<file path="src/common/ldpc_in_pkg.sv">
package ldpc_in_pkg;

  // --------------------
  // widths
  // --------------------

  localparam int cLLR_W  = 5;
  localparam int cROW_W  = 4; // 16 rows per column stride
  localparam int cCOL_W  = 3;
  localparam int cADDR_W = cCOL_W + cROW_W;

  typedef logic signed [cLLR_W-1 : 0] llr_t;
  typedef logic        [cROW_W-1 : 0] row_t;
  typedef logic        [cCOL_W-1 : 0] col_t;
  typedef logic       [cADDR_W-1 : 0] addr_t;
  typedef logic               [1 : 0] zc_idx_t;
  typedef logic               [4 : 0] zc_t;   // lifting size value
  typedef logic          [cCOL_W : 0] ncol_t; // column count, one bit wider than col_t

  // --------------------
  // code constants
  // --------------------

  // lifting sizes, index 0 is the smallest
  localparam zc_t [3 : 0] cZC_TAB = {5'd16, 5'd12, 5'd8, 5'd4};

  localparam int cNCOL = 1 << cCOL_W;

  // used columns, [0] long graph, [1] short graph
  localparam ncol_t [1 : 0] cGR_COLS = {ncol_t'(6), ncol_t'(8)};

  localparam int   cPUNCT_COLS = 2;  // leading columns never sent
  localparam llr_t cLLR_MAX    = 15;

  // --------------------
  // structs
  // --------------------

  typedef struct packed {
    zc_idx_t idx_zc;
    logic    idx_gr;
    logic    do_punct;
  } code_ctx_t;

  typedef struct packed {
    llr_t llr;
    logic hd;  // hard decision
  } buf_word_t;

  typedef struct packed {
    logic      we;
    addr_t     addr;
    buf_word_t dat;
  } buf_wr_t;

  typedef enum logic [1 : 0] {EMPTY, FILL, FULL} frame_state_t;

endpackage

</file>
<file path="src/source/ldpc_in_source.sv">
`timescale 1ns/1ps

module ldpc_in_source (
  input  logic                   iclk,
  input  logic                   ireset,
  //
  input  logic                   isop,
  input  logic                   ieop,
  input  logic                   ival,
  input  logic                   ien,     // frame ready level
  input  ldpc_in_pkg::llr_t      illr,
  input  ldpc_in_pkg::code_ctx_t icode_ctx,
  //
  output ldpc_in_pkg::buf_wr_t   owr,
  output logic                   oframe_start,
  output logic                   oframe_last
);

  logic                  acc;  // sample taken this cycle

  // context held from sop
  ldpc_in_pkg::row_t     used_zc_m1;
  ldpc_in_pkg::ncol_t    used_col_lim;

  // counters
  ldpc_in_pkg::row_t     row_cnt;
  logic                  row_done;  // row_cnt sits on last row
  ldpc_in_pkg::ncol_t    col_cnt;

  // address of the current sample
  ldpc_in_pkg::row_t     cur_row;
  ldpc_in_pkg::row_t     cur_zc_m1;
  ldpc_in_pkg::ncol_t    cur_col;
  ldpc_in_pkg::ncol_t    cur_lim;
  logic                  cur_done;
  logic                  cur_in;    // column inside graph

  ldpc_in_pkg::llr_t     llr_sat;
  logic                  llr_is_min;

  // write port regs
  logic                  wr_we;
  ldpc_in_pkg::addr_t    wr_addr;
  ldpc_in_pkg::buf_word_t wr_dat;

  assign acc = ival & ien;

  // --------------------
  // saturation + negation
  // --------------------

  assign llr_is_min = illr[ldpc_in_pkg::cLLR_W-1] & ~|illr[ldpc_in_pkg::cLLR_W-2 : 0];
  assign llr_sat    = llr_is_min ? ldpc_in_pkg::cLLR_MAX : -illr;  // -16 has no positive twin

  // --------------------
  // address select
  // --------------------

  always_comb begin
    if (isop) begin  // sop takes fresh context straight from the input
      cur_zc_m1 = ldpc_in_pkg::row_t'(ldpc_in_pkg::cZC_TAB[icode_ctx.idx_zc] - 1'b1);
      cur_lim   = ldpc_in_pkg::cGR_COLS[icode_ctx.idx_gr];
      cur_col   = icode_ctx.do_punct ? ldpc_in_pkg::ncol_t'(ldpc_in_pkg::cPUNCT_COLS) : '0;
      cur_row   = '0;
      cur_done  = (cur_zc_m1 == '0);
    end
    else begin
      cur_zc_m1 = used_zc_m1;
      cur_lim   = used_col_lim;
      cur_col   = col_cnt;
      cur_row   = row_cnt;
      cur_done  = row_done;
    end
    cur_in = (cur_col < cur_lim);
  end

  // --------------------
  // counters and strobes
  // --------------------

  always_ff @(posedge iclk or posedge ireset) begin
    if (ireset) begin
      used_zc_m1   <= '0;
      used_col_lim <= '0;  // nothing written before first sop
      row_cnt      <= '0;
      row_done     <= 1'b0;
      col_cnt      <= '0;
      wr_we        <= 1'b0;
      oframe_start <= 1'b0;
      oframe_last  <= 1'b0;
    end
    else begin
      wr_we        <= acc & cur_in;  // past the last column -> dropped
      oframe_start <= acc & isop;
      oframe_last  <= acc & ieop;
      if (acc) begin
        if (isop) begin
          used_zc_m1   <= cur_zc_m1;
          used_col_lim <= cur_lim;
        end
        if (cur_in) begin
          row_cnt  <= cur_done ? '0 : (cur_row + 1'b1);
          row_done <= cur_done ? (cur_zc_m1 == '0) : ((cur_row + 1'b1) == cur_zc_m1);
          col_cnt  <= cur_done ? (cur_col + 1'b1) : cur_col;  // next column on row wrap
        end
      end
    end
  end

  // payload
  always_ff @(posedge iclk) begin
    if (acc) begin
      wr_addr    <= {cur_col[ldpc_in_pkg::cCOL_W-1 : 0], cur_row};  // col * 16 + row
      wr_dat.llr <= llr_sat;
      wr_dat.hd  <= ~illr[ldpc_in_pkg::cLLR_W-1];  // input >= 0
    end
  end

  assign owr = '{we: wr_we, addr: wr_addr, dat: wr_dat};

endmodule

</file>
<file path="src/source/ldpc_in_frame_ctrl.sv">
`timescale 1ns/1ps

module ldpc_in_frame_ctrl (
  input  logic iclk,
  input  logic ireset,
  //
  input  logic isop_wr,      // sop written
  input  logic iframe_last,  // eop written
  input  logic irelease,     // decoder done with frame
  //
  output logic ordy,
  output logic obusy
);

  ldpc_in_pkg::frame_state_t state;
  ldpc_in_pkg::frame_state_t state_nxt;

  // --------------------
  // next state
  // --------------------

  always_comb begin
    state_nxt = state;
    unique case (state)
      ldpc_in_pkg::EMPTY : begin
        if (iframe_last) begin  // one sample frame
          state_nxt = ldpc_in_pkg::FULL;
        end
        else if (isop_wr) begin
          state_nxt = ldpc_in_pkg::FILL;
        end
      end
      ldpc_in_pkg::FILL : begin
        if (iframe_last) begin
          state_nxt = ldpc_in_pkg::FULL;
        end
      end
      ldpc_in_pkg::FULL : begin
        if (irelease) begin
          state_nxt = ldpc_in_pkg::EMPTY;
        end
      end
      default : state_nxt = ldpc_in_pkg::EMPTY;
    endcase
  end

  always_ff @(posedge iclk or posedge ireset) begin
    if (ireset) begin
      state <= ldpc_in_pkg::EMPTY;
    end
    else begin
      state <= state_nxt;
    end
  end

  // --------------------
  // levels
  // --------------------

  // drop ready already in the eop write cycle, no sample slips behind eop
  assign ordy  = (state != ldpc_in_pkg::FULL) & ~iframe_last;
  assign obusy = (state != ldpc_in_pkg::EMPTY);

endmodule

</file>
<file path="src/llr_mem/ldpc_in_arbiter.sv">
`timescale 1ns/1ps

module ldpc_in_arbiter (
  input  logic                   iclk,
  input  logic                   ireset,
  //
  input  ldpc_in_pkg::buf_wr_t   iwr,      // source write
  input  logic                   irdreq,   // decoder read, held till ack
  input  ldpc_in_pkg::addr_t     irdaddr,
  output logic                   ordack,
  //
  output logic                   oram_en,
  output logic                   oram_we,
  output ldpc_in_pkg::addr_t     oram_addr,
  output ldpc_in_pkg::buf_word_t oram_wdat,
  //
  output logic                   ordval
);

  logic rd_grant;

  // --------------------
  // fixed priority
  // --------------------

  assign rd_grant  = irdreq & ~iwr.we;  // reads only fill idle port cycles

  assign oram_en   = iwr.we | irdreq;
  assign oram_we   = iwr.we;
  assign oram_addr = iwr.we ? iwr.addr : irdaddr;
  assign oram_wdat = iwr.dat;

  assign ordack    = rd_grant;

  // ram read is one cycle
  always_ff @(posedge iclk or posedge ireset) begin
    if (ireset) begin
      ordval <= 1'b0;
    end
    else begin
      ordval <= rd_grant;
    end
  end

endmodule

</file>
<file path="src/llr_mem/ldpc_in_llr_ram.sv">
`timescale 1ns/1ps

module ldpc_in_llr_ram (
  input  logic                   iclk,
  input  logic                   ireset,
  //
  input  logic                   iclear,  // new frame, drop all columns
  input  logic                   ien,
  input  logic                   iwe,
  input  ldpc_in_pkg::addr_t     iaddr,
  input  ldpc_in_pkg::buf_word_t iwdat,
  output ldpc_in_pkg::buf_word_t ordat
);

  ldpc_in_pkg::buf_word_t mem [2**ldpc_in_pkg::cADDR_W];

  logic [ldpc_in_pkg::cNCOL-1 : 0] col_valid;  // one bit per column
  ldpc_in_pkg::col_t               col;
  ldpc_in_pkg::buf_word_t          rd_q;

  assign col = iaddr[ldpc_in_pkg::cADDR_W-1 -: ldpc_in_pkg::cCOL_W];  // upper bits

  // --------------------
  // storage
  // --------------------

  always_ff @(posedge iclk) begin
    if (ien & iwe) begin
      mem[iaddr] <= iwdat;
    end
  end

  // --------------------
  // column valid bits
  // --------------------

  // write after clear in the same cycle keeps its column
  always_ff @(posedge iclk or posedge ireset) begin
    if (ireset) begin
      col_valid <= '0;
    end
    else begin
      if (iclear) begin
        col_valid <= '0;
      end
      if (ien & iwe) begin
        col_valid[col] <= 1'b1;
      end
    end
  end

  // --------------------
  // registered read
  // --------------------

  // punctured or unwritten columns read as zero llr, hd 0
  always_ff @(posedge iclk) begin
    if (ien & ~iwe) begin
      rd_q <= col_valid[col] ? mem[iaddr] : '0;
    end
  end

  assign ordat = rd_q;

endmodule

</file>
<file path="src/source/ldpc_in_top.sv">
`timescale 1ns/1ps

module ldpc_in_top (
  input  logic                   iclk,
  input  logic                   ireset,
  // sample stream
  input  logic                   isop,
  input  logic                   ieop,
  input  logic                   ival,
  input  ldpc_in_pkg::llr_t      illr,
  input  ldpc_in_pkg::code_ctx_t icode_ctx,
  output logic                   ordy,
  output logic                   obusy,
  // decoder read side
  input  logic                   irdreq,
  input  ldpc_in_pkg::addr_t     irdaddr,
  output logic                   ordack,
  output logic                   ordval,
  output ldpc_in_pkg::buf_word_t ordata,
  input  logic                   irelease
);

  ldpc_in_pkg::buf_wr_t   src_wr;
  logic                   frame_start;
  logic                   frame_last;

  // single buffer port
  logic                   ram_en;
  logic                   ram_we;
  ldpc_in_pkg::addr_t     ram_addr;
  ldpc_in_pkg::buf_word_t ram_wdat;

  // --------------------
  // write side
  // --------------------

  ldpc_in_source i_source (
    .iclk         ( iclk        ),
    .ireset       ( ireset      ),
    .isop         ( isop        ),
    .ieop         ( ieop        ),
    .ival         ( ival        ),
    .ien          ( ordy        ),  // samples ignored while not ready
    .illr         ( illr        ),
    .icode_ctx    ( icode_ctx   ),
    .owr          ( src_wr      ),
    .oframe_start ( frame_start ),
    .oframe_last  ( frame_last  )
  );

  ldpc_in_frame_ctrl i_frame_ctrl (
    .iclk        ( iclk        ),
    .ireset      ( ireset      ),
    .isop_wr     ( frame_start ),
    .iframe_last ( frame_last  ),
    .irelease    ( irelease    ),
    .ordy        ( ordy        ),
    .obusy       ( obusy       )
  );

  // --------------------
  // buffer
  // --------------------

  ldpc_in_arbiter i_arbiter (
    .iclk      ( iclk     ),
    .ireset    ( ireset   ),
    .iwr       ( src_wr   ),
    .irdreq    ( irdreq   ),
    .irdaddr   ( irdaddr  ),
    .ordack    ( ordack   ),
    .oram_en   ( ram_en   ),
    .oram_we   ( ram_we   ),
    .oram_addr ( ram_addr ),
    .oram_wdat ( ram_wdat ),
    .ordval    ( ordval   )
  );

  ldpc_in_llr_ram i_llr_ram (
    .iclk   ( iclk        ),
    .ireset ( ireset      ),
    .iclear ( frame_start ),  // lands with the sop write
    .ien    ( ram_en      ),
    .iwe    ( ram_we      ),
    .iaddr  ( ram_addr    ),
    .iwdat  ( ram_wdat    ),
    .ordat  ( ordata      )
  );

endmodule

</file>
<file path="config.mk">
export PLATFORM = sky130hd
export DESIGN_NAME = ldpc_in_top
export DESIGN_NICKNAME = d
export VERILOG_FILES = /design/src/common/ldpc_in_pkg.sv /design/src/source/ldpc_in_source.sv /design/src/source/ldpc_in_frame_ctrl.sv /design/src/llr_mem/ldpc_in_arbiter.sv /design/src/llr_mem/ldpc_in_llr_ram.sv /design/src/source/ldpc_in_top.sv
export SDC_FILE = /design/constraint.sdc
export NUM_CORES = 1
export LEC_CHECK = 0
export BUFFER_PORTS_ARGS = -buffer_cell sky130_fd_sc_hd__clkbuf_2
export CORE_MARGIN = 2
export CORE_UTILIZATION = 35
export DETAILED_ROUTE_END_ITERATION = 10
export SKIP_LAST_GASP = 1
export SYNTH_ARGS = -nofsm -noshare
export SYNTH_HDL_FRONTEND = slang
export SYNTH_SLANG_ARGS = --single-unit
</file>
<file path="constraint.sdc">
create_clock -name iclk -period 4.3 [get_ports iclk]
set_input_delay 0.43 -clock iclk [delete_from_list [all_inputs] [get_ports iclk]]
set_output_delay 0.43 -clock iclk [all_outputs]
set_load 0.05 [all_outputs]
</file>
==> After elaboration in Yosys (flattened, before gate mapping) <==
Memory sizes are Yosys's and may differ from the RTL's. A register that Yosys moved wholly into a read port is not among the register bits.
Index checks and enable logic that the tools add are counted.
{ "word_totals": {"reg_bits": 44, "ram_bits": 768, "input_bits": 23, "n_memories": 1} }
{ "mem_list": {"columns": ["name", "depth", "word_bits", "read_ports", "rd_ports_with_merged_regs", "wr", "line", "text"], "rows": [
  ["i_llr_ram.mem", 128, 6, 1, 1, 1, "ldpc_in_llr_ram.sv:15", "ldpc_in_pkg::buf_word_t mem [2**ldpc_in_pkg::cADDR_W];"]
]} }
{ "op_classes": {"addsub": 4, "magnitude_cmp": 5, "n_eq_ne": 7, "muxes": 27, "n_bitwise": 14, "n_reduce_logical": 11} }
{ "op_table": {"columns": ["op", "n"], "rows": [
  ["4-bit two-way mux", 9],
  ["8-bit two-way mux", 2],
  ["5-bit binary-select mux with 2-bit select", 1],
  ["2-bit two-way mux", 5],
  ["1-bit AND", 9],
  ["4-bit by 1-bit adder with 4-bit output, second input constant", 2],
  ["4-bit logical NOT", 2],
  ["8-bit bitwise OR", 1],
  ["7-bit two-way mux", 1],
  ["1-bit two-way mux", 6],
  ["2-bit inequality test, second input constant", 3],
  ["2-bit case mux with 3 select lines", 1],
  ["5-bit negation", 1],
  ["4-bit == test", 1],
  ["3-bit by 4-bit < comparator with 1-bit output, second input constant", 1],
  ["4-bit < comparator", 1],
  ["2-bit AND reduction", 2],
  ["4-bit OR reduction", 1],
  ["4-bit by 1-bit subtractor with 4-bit output, second input constant", 1],
  ["1-bit binary-select mux with 3-bit select", 1],
  ["1-bit demux with 3-bit select", 1],
  ["3-bit by 1-bit >= comparator with 1-bit output, second input constant", 1],
  ["2-bit by 3-bit < comparator with 1-bit output, second input constant", 1],
  ["3-bit inequality test, second input constant", 1],
  ["other kinds (10)", 13]
]} }

==> Longest topological paths before layout <==
Gate-level depths: netlist of run 1.
{ "depth": {"depth_word": 7, "mapped_depth": 12, "depth_no_buf": 8} }

==> Hierarchy <==
A second synthesis of run 1 with hierarchy kept.
{ "hier_totals": {"cells_unflattened": 1975, "hier_area_um2": 32896.6} }
{ "modules_own_cells": {"columns": ["module", "instances", "cells_per_inst", "area_per_inst_um2"], "rows": [
  ["ldpc_in_llr_ram", 1, 1805, 30934.7],
  ["ldpc_in_source", 1, 141, 1652.8],
  ["ldpc_in_arbiter", 1, 19, 212.7],
  ["ldpc_in_frame_ctrl", 1, 10, 96.3]
]} }

==> Worst setup path before layout of run 1 <==
OpenSTA, ideal clock, no wires.
{ "synth_path": {"path_kind": "register to register", "from": "register i_source.wr_we", "to": "memory i_llr_ram.mem[102][0] (netlist name), enable pin", "setup_ns": 0.388, "t_arrival_ns": 2.557, "required_time_ns": 3.912, "path_slack_ns": 1.355, "path_stages_with_launch": 8, "n_path_buf": 3, "period_less_slack_ns": 2.945, "path_cell_list": "dfrtp_1 -> buf_6 -> mux2_2 -> buf_2 -> buf_1 -> nor2_1 -> nand2_1 -> nor4b_1"} }
{ "synth_via": {"elab_chain_len": 4} }
{ "synth_rtl": {"columns": ["element", "line", "text"], "rows": [
  ["from (decl)", "ldpc_in_source.sv:42", "logic wr_we;"],
  ["from (signal assigned)", "ldpc_in_source.sv:93", "wr_we <= acc & cur_in;"],
  ["1-bit bitwise OR", "ldpc_in_arbiter.sv:28", "assign oram_en = iwr.we | irdreq;"],
  ["1-bit AND", "ldpc_in_llr_ram.sv:28", "if (ien & iwe) begin"],
  ["1-bit two-way mux", "ldpc_in_llr_ram.sv:28", null],
  ["1-bit two-way mux (implied by the code)", "ldpc_in_llr_ram.sv:29", "mem[iaddr] <= iwdat;"],
  ["to (decl)", "ldpc_in_llr_ram.sv:15", null]
]} }
Several ways; a longest one is shown, not always the timed one.

==> Worst setup path after layout of run 1 <==
{ "layout_path": {"from": "register i_source.wr_we", "to": "register, netlist name i_llr_ram.ordat[0]"} }
{ "layout_via": {"elab_chain_len": 4} }
{ "layout_rtl": {"columns": ["element", "line", "text"], "rows": [
  ["7-bit two-way mux", "ldpc_in_arbiter.sv:30", "assign oram_addr = iwr.we ? iwr.addr : irdaddr;"],
  ["1-bit binary-select mux with 3-bit select", "ldpc_in_llr_ram.sv:59", "rd_q <= col_valid[col] ? mem[iaddr] : '0;"],
  ["1-bit two-way mux (implied by the code)", "ldpc_in_llr_ram.sv:59", null],
  ["1-bit logical NOT (no source line)", null, null]
]} }
Several ways; a longest one is shown, not always the timed one. The select of a mux whose other input is x is not followed.
A chain may end at the register's enable or synchronous reset.

==> impl_metrics.yaml, run 1 <==
layout:
  fillers: 8770
  layout-drive-gt1-share_pct: 10.0
  syn_to_final_growth_pct: 13.2
  final_nets: 2421
  antennaDiodeCount: 0
power_and_ir_drop:
  powerDensity_nw_per_um2: 522
  p_total_mw: 19.7
  leakagePower_nw: 12.7
  ir_drop_mv: 0.362
sta:
  hold_viol_final: 0
  worst_slew_pin_slew_ps: 1050
  finalSetupViolCount: 0
  setup_slack_ps: 486
  max_clock_freq_mhz: 262
  drv_slew: 0
  slew_headroom_pct: 29.8
  setup-tns-final_ps: 0
  fin_crit_ps: 3810
  fin_worst_skew_ps: 17.1
  rsz0062_at_grt: "no"
  post-route-period-util_pct: 88.7
clocking:
  post_cts_buffers: 0
  path_clk_slew_ps: 60
  clock-sinks: 818
  cts_buffers: 83
  cts_tree: "done"
  cts_resized: 0
  root_buffer: "clkbuf_16"
  clockBufferDepth: 3
  cts_max_level: 3
  clk_latency_ps: 640
  cts_hold_buf: 1
synth:
  synthArstFlopShare_pct: 3.79
  synth_cells: 2340
  yosysSeqAreaShare_pct: 73.2
  synth_edf_count: 787
  ys_seq_elements: 818
  synth_cell_types: 54
  yosysWarningCount: 0
  yosysMostFrequentCell: "edfxtp_1"
  synth-main-ff-cell: "edfxtp_1"
  syn_area_um2: 33300
  yosys.area.top_type: "edfxtp_1"
  synth_common_cells: "edfxtp_1, nand2_1, mux2i_1"
  syn_nets: 2369
  avgSynthCellArea_um2: 14.2
  synth.top_cell.area_share_pct: 70.9
  synth_area_leaders: "edfxtp_1, mux2i_1, nand2_1"
routing:
  routedWlPerCell_um: 23.1
  post_drt_via_cell_ratio: 5.34
  drt_iter0_drc: 1904
  dr.pass1.iters: 8
  drc_errors: 0
  antenna_left: 0
  vias: 19892
  drt-total-wl_mm: 86.0
setup_path:
  crit_path_top_delay_cell: "dfrtp_1"
  rr_startpoint: "i_source.wr_we"
  crit_path_cell_trace: "buf_4 -> mux2i_4 -> buf_4 -> a221oi_1 -> a211oi_1 -> a31oi_1 -> o21ai_0 -> a211oi_1"
  critical_path.max_stage_delay_ps: 740
  regToRegSetupSlack_ps: 490
  reg2reg_depth: 8
  arrival_ps: 4170
  end_kind: "flop"
  worstPathMaxFanout: 26
  critPathRequiredTime_ps: 4660
  start_kind: "flop"
  worst-setup-path-type: "reg2reg"
  worstReg2RegEnd: "i_llr_ram.ordat[0]"
die:
  dieArea_um2: 97700
  ios: 33
  core_area_um2: 94700
  rows: 113
  die_height_um: 313
  start_util_pct: 35.2
  die_w_um: 313
placed_design:
  io_buffers: 32
  gp_congestion: 0.910
  place_ws_ps: 592
  hpwl_mm: 53.2
global_route:
  grt_max_degree: 129
  grt_pass1_vias: 19768
  antenna_found_initial: 1
  grt_pass1_wl_mm: 127
  globalRouteOverflowTotal: 0
  grt_util_all_layers_pct: 17.3
worst_hold_path:
  hold_end: "i_source.oframe_last"
  hold_path_class: "in2reg"
  hp-start: "ieop"
  min_path_cells: 2
status:
  outcome: "finished clean"
job:
  max_cap_viol_count: 0
-- metrics by stage --
step                      hold slack [ps]  cell area (µm²)  cells  util, %
after CTS                            15.5            37700   3723     39.8
after detailed placement              460            35000   3571     37.0
final                                48.0            37700   3723     39.8
after global placement                432            35000   3571     37.0
after floorplan                       426            33300   2340        -
after global routing                 36.6            37700   3723     39.8
-- worst max-delay path, delay by kind of cell (launching register included) --
kind / cells / cell delay, ps
flip-flops: 1 / 740
buffers and inverters: 2 / 840
multiplexers: 1 / 730
AO/OA/AOI/OAI: 5 / 1200
-- final cells by class --
class                      instances  area, µm²  area share [%]
sequential                       818      24400            64.7
clock inverter                    48        484            1.28
timing repair buffer             102        851            2.25
inverter                          20       75.1           0.199
multi-input combinational       1367       8140            21.6
tap                             1265       1580            4.19
clock buffer                     103       2190            5.82
-- worst max-delay path by stage --
stage,slack [ps],startpoint,to
finish,490,i_source.wr_we,i_llr_ram.ordat[0]
global placement,690,i_source.wr_we,i_llr_ram.ordat[1]
floorplan,1350,i_source.wr_we,i_llr_ram.mem[102][0]
detailed placement,590,i_source.wr_we,i_llr_ram.ordat[2]
global route,370,i_source.wr_we,i_llr_ram.ordat[5]
CTS,580,i_source.wr_we,i_llr_ram.ordat[1]
-- cells in the final DEF (no fill, tap or decap), types with 7 or more instances in the layout --
cell type and instances:
o21ai_0 37, o21ai_1 7, clkbuf_16 85, a211oi_1 22, clkinv_1 19, mux2i_1 229, nand3_1 194, bufinv_16 9
buf_4 56, dfrtp_1 31, clkinv_2 12, edfxtp_1 787, a31oi_1 35, inv_1 20, buf_12 13, clkbuf_2 32
nand2_1 466, a21oi_1 16, nor2b_1 12, mux2_2 10, nand4_1 10, clkbuf_1 18, mux4_2 7, a41oi_1 8
and2_1 9, a32oi_1 40, a221oi_1 25, nor2_1 154
-- state kept, by name, indices dropped and copies added (netlist names), 4 cells and up --
name                   cells
i_llr_ram.col_valid        8
i_llr_ram.mem            768
i_llr_ram.ordat            6
i_source.col_cnt           4
i_source.owr               6
i_source.row_cnt           4
i_source.used_col_lim      4
i_source.used_zc_m1        4
i_source.wr_addr           7
-- cell families (layout without fill, tap and decap cells) --
kind of cell | after synthesis | in the layout | synth area share, %
adders and majority gates | 6 | 6 | 0.225
and+or+nand+nor | 882 | 882 | 11.2
xor gates and xnor gates | 5 | 5 | 0.131
DFF | 818 | 818 | 73.2
muxes | 251 | 251 | 7.93
AOI/OAI and AO/OA | 223 | 223 | 4.79
buffers and inverters | 155 | 273 | 2.50
-- power breakdown --
part           switching [mW]  internal (mW)
logic                    2.35           1.02
registers               0.152           9.04
clock network            2.96           4.17
total                    5.46           14.2
-- metal layers --
| layer | vias up | track usage (%) | routed length [µm] |
|---|---|---|---|
| met5 | - | 0 | 0 |
| met2 | 863 | 27.5 | 40200 |
| met3 | 167 | 4.91 | 7800 |
| met1 | 9982 | 23.1 | 35600 |
| li1 | 8880 | - | - |
| met4 | 0 | 5.33 | 2390 |
Note: power is estimated with default switching activity, not from simulation.
==> inputs of run 2 (changes only) <==
Settings changed: CORE_MARGIN 2 to default.
Clock period 4.3 ns to 4.25 ns, I/O delays scaled along.
==> run 2 against run 1 <==
  * Die area down 1.3%
  * Clock power down 3%
  * Non-clock buffer count down 4
  * Flip-flop and latch count unchanged
  * Total power down 0.57%
  * Cell count down 0.43%
  * Critical path depth down 1
  * Critical path type unchanged
  * Critical endpoint is now i_llr_ram.ordat[5]
  * Largest power group unchanged
==> impl_metrics.yaml, run 2 (synthesis results as in run 1) <==
placed_design:
  io_buffers: 32
  hpwl_mm: 51.3
  gp_congestion: 0.903
  place_ws_ps: 669
setup_path:
  critPathRequiredTime_ps: 4600
  reg2reg_depth: 7
  rr_startpoint: "i_source.wr_we"
  start_kind: "flop"
  end_kind: "flop"
  regToRegSetupSlack_ps: 620
  worstReg2RegEnd: "i_llr_ram.ordat[5]"
  worst-setup-path-type: "reg2reg"
  worstPathMaxFanout: 21
  arrival_ps: 3990
layout:
  layout-drive-gt1-share_pct: 9.74
  final_nets: 2418
  layout_commonest_cell: "edfxtp_1"
  syn_to_final_growth_pct: 12.9
  largest_reg_flops: 768
  top_register: "i_llr_ram.mem"
  antennaDiodeCount: 0
  top_regs: "i_llr_ram.mem x768, i_llr_ram.col_valid x8, i_source.wr_addr x7"
  final_cell_mix: "edfxtp_1, nand2_1, mux2i_1, nand3_1, nor2_1"
power_and_ir_drop:
  leakagePower_nw: 12.7
  powerDensity_nw_per_um2: 520
  ir_drop_mv: 0.353
global_route:
  grt_pass1_vias: 19254
  globalRouteOverflowTotal: 0
  grt_pass1_wl_mm: 123
  grt_util_all_layers_pct: 16.9
  grt_max_degree: 129
  antenna_found_initial: 1
sta:
  hold_viol_final: 0
  max_clock_freq_mhz: 275
  fin_worst_skew_ps: 23.0
  setup-tns-final_ps: 0
  fin_crit_ps: 3630
  setup_slack_ps: 618
  rsz0062_at_grt: "no"
  worst_slew_pin_slew_ps: 1020
  slew_headroom_pct: 32.1
  post-route-period-util_pct: 85.5
  drv_slew: 0
  finalSetupViolCount: 0
worst_hold_path:
  hp-start: "icode_ctx[1]"
  hold_path_class: "in2reg"
  hold_end: "i_source.used_col_lim[3]"
  min_path_cells: 2
routing:
  post_drt_via_cell_ratio: 5.33
  drt_iter0_drc: 2154
  drt-total-wl_mm: 82.5
  drc_errors: 0
  antenna_left: 0
  dr.pass1.iters: 5
  routedWlPerCell_um: 22.2
  vias: 19758
die:
  rows: 112
  die_height_um: 311
  dieArea_um2: 96400
  ios: 33
  die_w_um: 311
  start_util_pct: 35.5
  core_area_um2: 93700
clocking:
  cts_buffers: 84
  root_buffer: "clkbuf_16"
  clockBufferDepth: 3
  path_clk_slew_ps: 60
  cts_max_level: 3
  clock-sinks: 818
  cts_tree: "done"
  clk_latency_ps: 640
status:
  outcome: "finished clean"
job:
  max_cap_viol_count: 0
-- run 2: changes by cell type in the layout (fill, tap and decap cells not counted) --
cell,delta
bufinv_16,-5
inv_6,-2
clkbuf_16,+2
clkinvlp_4,-1
buf_12,+2
clkinv_4,+2
clkinv_1,+7
clkbuf_1,-4
buf_4,-6
-- run 2: report_power, final --
group          switching, mW  internal [mW]
Clock                   2.97           3.97
Combinational           2.31           1.02
Sequential             0.154           9.14
-- run 2: routing by layer --
metal,vias to the layer above,track usage [%],part of all wire [%]
met5,-,0,0
met4,0,5.94,3.1
met3,138,2.70,7.2
met2,802,26.8,47
met1,9942,23.5,43
li1,8876,-,-
-- run 2: critical path, stage by stage, from the launching register on --
cell and delay [ps]:
dfrtp_1 660, mux2_2 470, nor2_4 640, a32oi_1 360, a221oi_1 480, a41oi_1 80, a211oi_1 560, a211oi_1 90
-- run 2: how the worst max path moves through the flow --
stage | from | endpoint | slack (ps) | cells after the start
6_report | i_source.wr_we | i_llr_ram.ordat[5] | 620 | 7
3_3_place_gp | i_source.wr_we | i_llr_ram.ordat[1] | 760 | 8
2_1_floorplan | i_source.wr_we | i_llr_ram.mem[102][0] | 1300 | 7
3_5_place_dp | i_source.wr_we | i_llr_ram.ordat[1] | 670 | 8
4_1_cts | i_source.wr_we | i_llr_ram.ordat[5] | 660 | 8
5_1_grt | i_source.wr_we | i_llr_ram.ordat[5] | 390 | 8
-- run 2: stage by stage --
| stage | instances | utilization, % | instance area [µm²] | hold WS [ps] | power, mW |
|---|---|---|---|---|---|
| floorplan | 2340 | - | 33300 | 426 | 11.6 |
| global placement | 3556 | 37.4 | 35000 | 439 | 12.7 |
| detailed placement | 3556 | 37.4 | 35000 | 459 | 12.8 |
| CTS | 3707 | 40.1 | 37600 | 3.71 | 19.7 |
| global route | 3707 | 40.1 | 37600 | 30.1 | 20.2 |
| finish | 3707 | 40.1 | 37600 | 39.7 | 19.6 |
-- run 2: cell type report --
class                           instances  area [µm²]
Multi-Input combinational cell       1367        8140
Fill cell                            8531       56100
Clock buffer                          101        2230
Tap cell                             1254        1570
Clock inverter                         49         353
Inverter                               20        75.1
Sequential cell                       818       24400
Timing Repair Buffer                   98         846
-- run 2: what timing repair did --
| item | CTS | global route |
|---|---|---|
| hold buffers | 1 | 0 |
| setup buffers | 0 | 0 |
| endpoints found under the setup margin | 0 | 0 |
| endpoints found under the hold margin | 31 | 0 |
| resized for setup | 0 | 0 |
